==> config.mk <==
export PLATFORM = sky130hd
export DESIGN_NAME = uart_top
export DESIGN_NICKNAME = d
export VERILOG_FILES = /design/src/uart_pkg.sv /design/src/uart_top.sv /design/src/uart_apb_regs.sv /design/src/uart_rx.sv /design/src/uart_tx.sv /design/src/uart_fifo.sv
export SDC_FILE = /design/constraint.sdc
export NUM_CORES = 1
export LEC_CHECK = 0
export ABC_AREA = 1
export BUFFER_PORTS_ARGS = -buffer_cell sky130_fd_sc_hd__buf_2
export CORE_AREA = 2 2 145 147
export DETAILED_ROUTE_END_ITERATION = 10
export DIE_AREA = 0 0 147 149
export PLACE_DENSITY = 0.65
export SLEW_MARGIN = 10
export SYNTH_ARGS = -nofsm -noshare
export SYNTH_HDL_FRONTEND = slang
export SYNTH_SLANG_ARGS = --single-unit
==> constraint.sdc <==
create_clock -name clk -period 2.5 [get_ports clk]
set_input_delay 0.125 -clock clk [delete_from_list [all_inputs] [get_ports clk]]
set_output_delay 0.125 -clock clk [all_outputs]
set_load 0.05 [all_outputs]
==> src/uart_pkg.sv <==
package uart_pkg;

    // Data widths with a meaning of their own
    typedef logic [7:0]  uart_byte_t;   // One character on the line
    typedef logic [3:0]  apb_addr_t;    // Register offset on APB
    typedef logic [31:0] apb_data_t;    // APB data word

    // Register map
    localparam apb_addr_t ADDR_DATA   = 4'h0;  // TX push on write, RX pop on read
    localparam apb_addr_t ADDR_STATUS = 4'h4;  // Status read, sticky clear on write

    // STATUS word, bit 5 down to bit 0
    typedef struct packed {
        logic tx_full;      // TX FIFO cannot take another byte
        logic tx_empty;     // Nothing waiting to be sent
        logic tx_busy;      // Serializer is in a frame
        logic rx_empty;     // Nothing to read back
        logic rx_overrun;   // Sticky, byte lost on a full RX FIFO
        logic frame_err;    // Sticky, stop bit was low
    } uart_status_t;

    // Received byte handed from the deserializer to the registers
    typedef struct packed {
        logic       valid;  // One cycle per good frame
        uart_byte_t data;
    } rx_entry_t;

    // Serializer FSM
    typedef enum logic [1:0] {
        TX_IDLE,
        TX_START,
        TX_DATA,
        TX_STOP
    } tx_state_t;

    // Deserializer FSM
    typedef enum logic [1:0] {
        RX_IDLE,
        RX_START,
        RX_DATA,
        RX_STOP
    } rx_state_t;

endpackage
==> src/uart_top.sv <==
`timescale 1ns/1ps

module uart_top #(
    parameter int CLOCK_FREQ = 50000000,
    parameter int BAUD_RATE  = 115200,
    parameter int FIFO_DEPTH = 8
) (
    input  logic                clk,
    input  logic                rst,
    input  logic                psel,
    input  logic                penable,
    input  logic                pwrite,
    input  uart_pkg::apb_addr_t paddr,
    input  uart_pkg::apb_data_t pwdata,
    output uart_pkg::apb_data_t prdata,
    output logic                pready,
    output logic                pslverr,
    output logic                tx,
    input  logic                rx
);
    import uart_pkg::*;

    // Transmit path
    logic       tx_push;
    uart_byte_t tx_wdata;
    logic       tx_pop;
    uart_byte_t tx_rdata;       // FIFO head into the serializer
    logic       tx_full;
    logic       tx_empty;
    logic       tx_busy;

    // Receive path
    rx_entry_t  rx_entry;
    logic       frame_err_pulse;
    logic       rx_push;
    uart_byte_t rx_wdata;
    logic       rx_pop;
    uart_byte_t rx_rdata;
    logic       rx_full;
    logic       rx_empty;

    uart_apb_regs i_regs (
        .clk, .rst,
        .psel, .penable, .pwrite, .paddr, .pwdata, .prdata, .pready, .pslverr,
        .tx_push, .tx_wdata, .tx_full, .tx_empty, .tx_busy,
        .rx_pop, .rx_rdata, .rx_empty, .rx_full, .rx_entry,
        .rx_push, .rx_wdata, .frame_err_pulse
    );

    uart_fifo #(.FIFO_DEPTH(FIFO_DEPTH)) i_tx_fifo (
        .clk, .rst,
        .push (tx_push),  .wdata (tx_wdata),
        .pop  (tx_pop),   .rdata (tx_rdata),
        .full (tx_full),  .empty (tx_empty)
    );

    uart_tx #(.CLOCK_FREQ(CLOCK_FREQ), .BAUD_RATE(BAUD_RATE)) i_tx (
        .clk, .rst,
        .data (tx_rdata), .fifo_empty (tx_empty), .pop (tx_pop),
        .busy (tx_busy),  .tx
    );

    uart_rx #(.CLOCK_FREQ(CLOCK_FREQ), .BAUD_RATE(BAUD_RATE)) i_rx (
        .clk, .rst,
        .rx, .entry (rx_entry), .frame_err (frame_err_pulse)
    );

    uart_fifo #(.FIFO_DEPTH(FIFO_DEPTH)) i_rx_fifo (
        .clk, .rst,
        .push (rx_push),  .wdata (rx_wdata),
        .pop  (rx_pop),   .rdata (rx_rdata),
        .full (rx_full),  .empty (rx_empty)
    );

endmodule

==> src/uart_apb_regs.sv <==
`timescale 1ns/1ps

module uart_apb_regs (
    input  logic                  clk,
    input  logic                  rst,
    // APB slave
    input  logic                  psel,
    input  logic                  penable,
    input  logic                  pwrite,
    input  uart_pkg::apb_addr_t   paddr,
    input  uart_pkg::apb_data_t   pwdata,
    output uart_pkg::apb_data_t   prdata,
    output logic                  pready,
    output logic                  pslverr,
    // Transmit FIFO side
    output logic                  tx_push,
    output uart_pkg::uart_byte_t  tx_wdata,
    input  logic                  tx_full,
    input  logic                  tx_empty,
    input  logic                  tx_busy,
    // Receive FIFO side
    output logic                  rx_pop,
    input  uart_pkg::uart_byte_t  rx_rdata,
    input  logic                  rx_empty,
    input  logic                  rx_full,
    input  uart_pkg::rx_entry_t   rx_entry,
    output logic                  rx_push,
    output uart_pkg::uart_byte_t  rx_wdata,
    input  logic                  frame_err_pulse
);
    import uart_pkg::*;

    logic         access;       // APB access phase
    logic         hit_data;
    logic         hit_status;
    logic         wr_status;
    uart_status_t clr_mask;     // Write-one-to-clear view of pwdata
    uart_status_t status;
    logic         rx_overrun;
    logic         frame_err;

    assign access     = psel && penable;
    assign hit_data   = (paddr == ADDR_DATA);
    assign hit_status = (paddr == ADDR_STATUS);
    assign wr_status  = access && pwrite && hit_status;
    assign clr_mask   = uart_status_t'(pwdata[5:0]);

    // Zero wait states, every access ends in its access phase
    assign pready  = 1'b1;
    assign pslverr = access && !hit_data && !hit_status;  // Unmapped offset

    // TX FIFO drops the byte itself when full
    assign tx_push  = access && pwrite && hit_data;
    assign tx_wdata = pwdata[7:0];

    // Reading DATA takes the head byte
    assign rx_pop = access && !pwrite && hit_data;

    // Incoming byte goes to the RX FIFO unless it has no room
    assign rx_push  = rx_entry.valid && !rx_full;
    assign rx_wdata = rx_entry.data;

    // Sticky flags, a new event wins over a clear in the same cycle
    always_ff @(posedge clk or posedge rst) begin
        if (rst) begin
            rx_overrun <= 1'b0;
            frame_err  <= 1'b0;
        end else begin
            if (rx_entry.valid && rx_full) begin
                rx_overrun <= 1'b1;              // Byte lost
            end else if (wr_status && clr_mask.rx_overrun) begin
                rx_overrun <= 1'b0;
            end
            if (frame_err_pulse) begin
                frame_err <= 1'b1;
            end else if (wr_status && clr_mask.frame_err) begin
                frame_err <= 1'b0;
            end
        end
    end

    // Live status as seen in the access cycle
    always_comb begin
        status            = '0;
        status.tx_full    = tx_full;
        status.tx_empty   = tx_empty;
        status.tx_busy    = tx_busy;
        status.rx_empty   = rx_empty;
        status.rx_overrun = rx_overrun;
        status.frame_err  = frame_err;
    end

    // Read mux, zero outside a read
    always_comb begin
        prdata = '0;
        if (access && !pwrite) begin
            case (paddr)
                ADDR_DATA: begin
                    if (!rx_empty) begin
                        prdata = apb_data_t'(rx_rdata);   // Empty FIFO reads zero
                    end
                end
                ADDR_STATUS: prdata = apb_data_t'(status);
                default:     prdata = '0;
            endcase
        end
    end

endmodule

==> src/uart_rx.sv <==
`timescale 1ns/1ps

module uart_rx #(
    parameter int CLOCK_FREQ,
    parameter int BAUD_RATE
) (
    input  logic                clk,
    input  logic                rst,
    input  logic                rx,
    output uart_pkg::rx_entry_t entry,
    output logic                frame_err
);
    import uart_pkg::*;

    localparam int BIT_TIME = CLOCK_FREQ / BAUD_RATE;
    localparam int HALF_BIT = BIT_TIME / 2;        // Start bit re-check point
    localparam int CNT_W    = $clog2(BIT_TIME + 1);

    typedef logic [CNT_W-1:0] bit_cnt_t;

    rx_state_t  state;
    logic       rx_meta;        // First sync flop
    logic       rx_sync;        // Usable line level
    logic       rx_last;        // Previous level, for edge detect
    bit_cnt_t   clk_cnt;
    logic [2:0] bit_idx;
    uart_byte_t shift_reg;
    logic       fall;
    logic       half_end;
    logic       bit_end;
    logic       stop_sample;

    assign fall        = rx_last && !rx_sync;
    assign half_end    = (clk_cnt == bit_cnt_t'(HALF_BIT - 1));
    assign bit_end     = (clk_cnt == bit_cnt_t'(BIT_TIME - 1));
    assign stop_sample = (state == RX_STOP) && bit_end;

    // Result in the cycle of the stop sample
    assign entry.valid = stop_sample && rx_sync;
    assign entry.data  = shift_reg;
    assign frame_err   = stop_sample && !rx_sync;   // Byte is dropped

    // Data bits arrive LSB first
    always_ff @(posedge clk) begin
        if (state == RX_DATA && bit_end) begin
            shift_reg <= {rx_sync, shift_reg[7:1]};
        end
    end

    always_ff @(posedge clk or posedge rst) begin
        if (rst) begin
            rx_meta <= 1'b1;
            rx_sync <= 1'b1;
            rx_last <= 1'b1;
            state   <= RX_IDLE;
            clk_cnt <= '0;
            bit_idx <= '0;
        end else begin
            rx_meta <= rx;
            rx_sync <= rx_meta;
            rx_last <= rx_sync;
            case (state)
                RX_IDLE: begin
                    clk_cnt <= '0;
                    if (fall) begin
                        state <= RX_START;      // Possible start bit
                    end
                end
                RX_START: begin
                    if (half_end) begin
                        clk_cnt <= '0;          // Now at mid-bit
                        bit_idx <= '0;
                        // Glitch if the line is back high
                        state   <= rx_sync ? RX_IDLE : RX_DATA;
                    end else begin
                        clk_cnt <= clk_cnt + 1'b1;
                    end
                end
                RX_DATA: begin
                    if (bit_end) begin
                        clk_cnt <= '0;
                        bit_idx <= bit_idx + 1'b1;
                        if (bit_idx == 3'd7) begin
                            state <= RX_STOP;
                        end
                    end else begin
                        clk_cnt <= clk_cnt + 1'b1;
                    end
                end
                RX_STOP: begin
                    if (bit_end) begin
                        clk_cnt <= '0;
                        state   <= RX_IDLE; // Waits for the next falling edge
                    end else begin
                        clk_cnt <= clk_cnt + 1'b1;
                    end
                end
                default: state <= RX_IDLE;
            endcase
        end
    end

endmodule

==> src/uart_tx.sv <==
`timescale 1ns/1ps

module uart_tx #(
    parameter int CLOCK_FREQ,
    parameter int BAUD_RATE
) (
    input  logic                 clk,
    input  logic                 rst,
    input  uart_pkg::uart_byte_t data,        // Head of the TX FIFO
    input  logic                 fifo_empty,
    output logic                 pop,
    output logic                 busy,
    output logic                 tx
);
    import uart_pkg::*;

    localparam int BIT_TIME = CLOCK_FREQ / BAUD_RATE;   // Cycles per bit
    localparam int CNT_W    = $clog2(BIT_TIME + 1);

    typedef logic [CNT_W-1:0] bit_cnt_t;

    tx_state_t  state;
    bit_cnt_t   clk_cnt;    // Cycles into the current bit
    logic [2:0] bit_idx;    // Data bit on the line
    uart_byte_t shift_reg;
    logic       ready;
    logic       bit_end;

    assign ready   = (state == TX_IDLE);
    assign busy    = !ready;
    assign pop     = ready && !fifo_empty;          // Byte taken this cycle
    assign bit_end = (clk_cnt == bit_cnt_t'(BIT_TIME - 1));

    // Shift register, loaded on pop and shifted after each data bit
    always_ff @(posedge clk) begin
        if (pop) begin
            shift_reg <= data;
        end else if (state == TX_DATA && bit_end) begin
            shift_reg <= {1'b0, shift_reg[7:1]};    // LSB first
        end
    end

    always_ff @(posedge clk or posedge rst) begin
        if (rst) begin
            state   <= TX_IDLE;
            clk_cnt <= '0;
            bit_idx <= '0;
            tx      <= 1'b1;                        // Line idles high
        end else begin
            clk_cnt <= bit_end ? '0 : clk_cnt + 1'b1;
            case (state)
                TX_IDLE: begin
                    clk_cnt <= '0;
                    if (pop) begin
                        state <= TX_START;
                        tx    <= 1'b0;              // Start bit from next cycle
                    end
                end
                TX_START: if (bit_end) begin
                    state   <= TX_DATA;
                    bit_idx <= '0;
                    tx      <= shift_reg[0];
                end
                TX_DATA: if (bit_end) begin
                    bit_idx <= bit_idx + 1'b1;
                    if (bit_idx == 3'd7) begin
                        state <= TX_STOP;
                        tx    <= 1'b1;              // Stop bit
                    end else begin
                        tx <= shift_reg[1];         // Next bit before the shift lands
                    end
                end
                TX_STOP: if (bit_end) begin
                    state <= TX_IDLE;               // Ready again next cycle
                end
                default: state <= TX_IDLE;
            endcase
        end
    end

endmodule

==> src/uart_fifo.sv <==
`timescale 1ns/1ps

module uart_fifo #(
    parameter int FIFO_DEPTH
) (
    input  logic                 clk,
    input  logic                 rst,
    input  logic                 push,
    input  uart_pkg::uart_byte_t wdata,
    input  logic                 pop,
    output uart_pkg::uart_byte_t rdata,
    output logic                 full,
    output logic                 empty
);
    import uart_pkg::*;

    localparam int PTR_W = (FIFO_DEPTH > 1) ? $clog2(FIFO_DEPTH) : 1;
    localparam int CNT_W = $clog2(FIFO_DEPTH + 1);

    typedef logic [PTR_W-1:0] ptr_t;
    typedef logic [CNT_W-1:0] count_t;

    uart_byte_t mem [FIFO_DEPTH];   // Storage, no reset
    ptr_t       wr_ptr;
    ptr_t       rd_ptr;
    count_t     count;              // Occupancy
    logic       do_push;
    logic       do_pop;

    assign full  = (count == count_t'(FIFO_DEPTH));
    assign empty = (count == '0);

    assign do_push = push && !full;     // Push on full is dropped
    assign do_pop  = pop && !empty;     // Pop on empty does nothing

    // First word fall through
    assign rdata = mem[rd_ptr];

    // Wrap pointers explicitly so any depth works
    function automatic ptr_t next_ptr(input ptr_t p);
        if (p == ptr_t'(FIFO_DEPTH - 1)) begin
            return '0;
        end
        return p + 1'b1;
    endfunction

    always_ff @(posedge clk) begin
        if (do_push) begin
            mem[wr_ptr] <= wdata;
        end
    end

    always_ff @(posedge clk or posedge rst) begin
        if (rst) begin
            wr_ptr <= '0;
            rd_ptr <= '0;
            count  <= '0;
        end else begin
            if (do_push) wr_ptr <= next_ptr(wr_ptr);
            if (do_pop)  rd_ptr <= next_ptr(rd_ptr);
            case ({do_push, do_pop})
                2'b10:   count <= count + 1'b1;
                2'b01:   count <= count - 1'b1;
                default: count <= count;    // Both or neither
            endcase
        end
    end

endmodule

==> reports/results.txt <==
ant diodes: 0
CP delay by family, top: simple AND/OR/NAND/NOR gates
fin area: 10,200 µm²
share of Yosys cell area claimed by the top area cell type: 48.2%
minimum clock period: 2.41 ns
antenna-violating nets left: 0
Worst-Skew Late Latency: 0.44 ns
# IOs: 77
Critical Path Start: i_rx_fifo.count[0]$_DFFE_PP0P_
vias per inst: 4.96
crit path max fanout: 6
worst path bufs/invs: 1
worst-path cell chain: nor2_1 -> nand2_1 -> nor2_1 -> nor2_1 -> nand3_1 -> a21oi_1 -> buf_2
CP Class: reg2out
placed cells: 1,162
Clock Power Share: 29.6%
starting density of the core: 43.7%
CP arrival: 2.28 ns
count of cell types in the netlist: 39
Worst slew margin: 50.1%
r2r setup slk: 0.19 ns
Top Usage Layer GRT: met2
Place WS: 0.124 ns
largest cells by area after synthesis: edfxtp_1, dfrtp_1, nand2_1, nor2_1, o21ai_0
Post-synth EDFFs: 144
cell taking the most area after synthesis: edfxtp_1
post-placement cell area: 9490 µm²
Hold Path End: i_tx_fifo.mem[4][1]$_DFFE_PP_
global-route wire length before repair: 28,000 µm
Post-Route WL: 17,600 µm
met3 usage: 3.33%
Psw: 0.00319 W
unrepaired setup endpoints after global routing: false
Slew Viols, Final: 0
max_cap viols: 0
H-tree depth: 4
RR Startpoint: i_rx.clk_cnt[1]$_DFF_PP0_
initial antenna violation count: 0
WL/cell: 14.6 µm
die area: 21,900 µm²
Layout Nets: 985
Worst EP required: 2.38 ns
# rows: 53
# port buffers: 27
All-Layer GR Usage: 16.5%
Initial DRC Count: 387
total CTS buffers: 17
Post-route DRC: 0
Post-Syn Instances: 853
hold_sp: pwdata[1]
switch share: 34.7%
#FFs+latches synth: 198
logic gate share of total power: 26.9%
first-pass detailed-route iteration total: 5
fmax: 0.415 GHz
clock skew: 0.0130 ns
Pint: 0.00601 W
Tightest Pin Transition: 0.749 ns
fin cells: 1,203
clk slew on worst S/H paths: 0.08 ns
FF-to-FF End: i_rx_fifo.count[2]$_DFFE_PP0P_
GRT overflow: 0
Reg2Reg Depth: 13
CORE AREA: 20,600 µm²
vias in the first global route: 5,745
CTS tree: done
status: completed
met1 usage: 20.8%
Avg Cell Area, Syn: 10.5 µm²
Worst path slowest cell: dfrtp_1
Flop pwr share: 43.5%
area of the mapped netlist: 8970 µm²
M2 GR Usage: 29.1%
post-route clock period utilization: 96.4%
WHS Path Cells: 1
post-DP HPWL: 11,300 µm
Largest regs: i_rx_fifo.mem: 64 flops, i_tx_fifo.mem: 64 flops
Post-synth ARST share: 27.3%
endpoints failing setup: 0
Post-CTS Setup Bufs: 0
Worst VDD drop: 526 µV
gpl congestion: 0.789
ys flop type: edfxtp_1
CTS Buffer Depth: 2
worst setup margin: 0.0906 ns
Startpoint Class: register
Layout area overhead: 13.6%
register area share after synthesis: 63.3%
Final Power: 0.00920 W
Ys Warns: 0
vias: 5,967
Cell Pwr Density: 903 nW/µm²
Chip Width: 147 µm
largest net degree at the start of global routing: 55
endpoint class of the critical path: output port
Lkg Pwr: 4.13 nW
Final Hold Vio Count: 0
setup TNS after final layout: 0 ns
root buffer cell: clkbuf_16
Most Frequent Cell on Critical Path: nor2_1
layout cell share with drive strength beyond 1: 12.6%
clk sinks: 198
max incr delay on CP: 0.44 ns
Hold Path Class: in2reg
Die H: 149 µm
==> final cells by class <==
cell class	count	area, µm²
Timing Repair Buffer	69	473
Clock buffer	18	429
Tap cell	275	344
Fill cell	1860	10400
Clock inverter	14	173
Multi-Input combinational cell	563	2840
Sequential cell	198	5680
Inverter	66	250
==> cells in the final DEF, fill, tap and decap left out, types with 3 or more instances in the layout <==
cell,n
inv_8,5
buf_2,27
nor3_4,3
edfxtp_1,144
xnor2_1,5
inv_1,61
xor2_1,7
conb_1,25
nand2_1,192
clkinv_8,4
nor3_1,9
dlygate4sd3_1,9
nor2_1,106
nand4_1,10
o21ai_0,70
buf_4,33
ha_1,26
o211ai_1,15
nand2_2,4
a21oi_1,11
nor3_2,4
dfstp_2,4
nand3_1,53
nor3b_1,3
dfrtp_1,50
clkbuf_16,17
==> worst max path at each step <==
stage                                           endpoint  depth (start not counted)
after detailed placement  i_rx_fifo.count[2]$_DFFE_PP0P_                         13
after CTS                                      prdata[1]                          8
after global placement    i_rx_fifo.count[2]$_DFFE_PP0P_                         13
final                                          prdata[0]                          7
after floorplan                                prdata[6]                          7
after global routing                           prdata[0]                          7
==> cell families (layout without fill, tap and decap cells) <==
family	after synthesis	after routing	synth area share, %
AO/OA/AOI/OAI	103	103	6.26
XOR/XNOR	13	13	1.27
adder cells (fa/ha/maj)	28	28	3.99
buffers and inverters	115	167	6.11
flip-flops	198	198	63.3
other	2	25	0.0837
AND/OR/NAND/NOR	394	394	19.0
==> timing repair <==
item                       in CTS  in global routing
gates resized for setup         1                  3
hold buffers                    9                  0
hold endpoints to repair      107                  0
setup endpoints to repair       1                  5
pin swaps                       0                  0
==> layer usage <==
layer,up-vias,routed length [µm]
met4,0,230
met5,-,0
met2,125,8790
met3,17,663
met1,2865,7940
li1,2960,-
==> through the flow <==
step           util [%]  hold slack [ns]
3_3_place_gp       46.2            0.231
5_1_grt            49.6          0.00584
6_report           49.6          0.00820
2_1_floorplan         -            0.129
4_1_cts            49.5          0.00332
3_5_place_dp       46.2            0.232
==> power by group through the flow <==
stage	Combinational (W)	Clock, W	Sequential (W)
6_report	0.00247	0.00273	0.00400
5_1_grt	0.00284	0.00290	0.00403
3_3_place_gp	0.00243	0	0.00406
3_5_place_dp	0.00248	0	0.00407
4_1_cts	0.00251	0.00279	0.00400
2_1_floorplan	0.00187	0	0.00405
==> cells in the mapped netlist, drive strengths merged, types with 2 or more instances <==
library cell	number
a21oi	11
buf	42
clkbuf	7
clkinv	3
conb	2
dfrtp	50
dfstp	4
edfxtp	144
ha	27
inv	63
nand2	197
nand3	55
nand3b	2
nand4	10
nor2	108
nor3	16
nor3b	3
o211ai	15
o21ai	72
o22ai	2
xnor2	5
xor2	8
(Power assumes the default switching activity.)
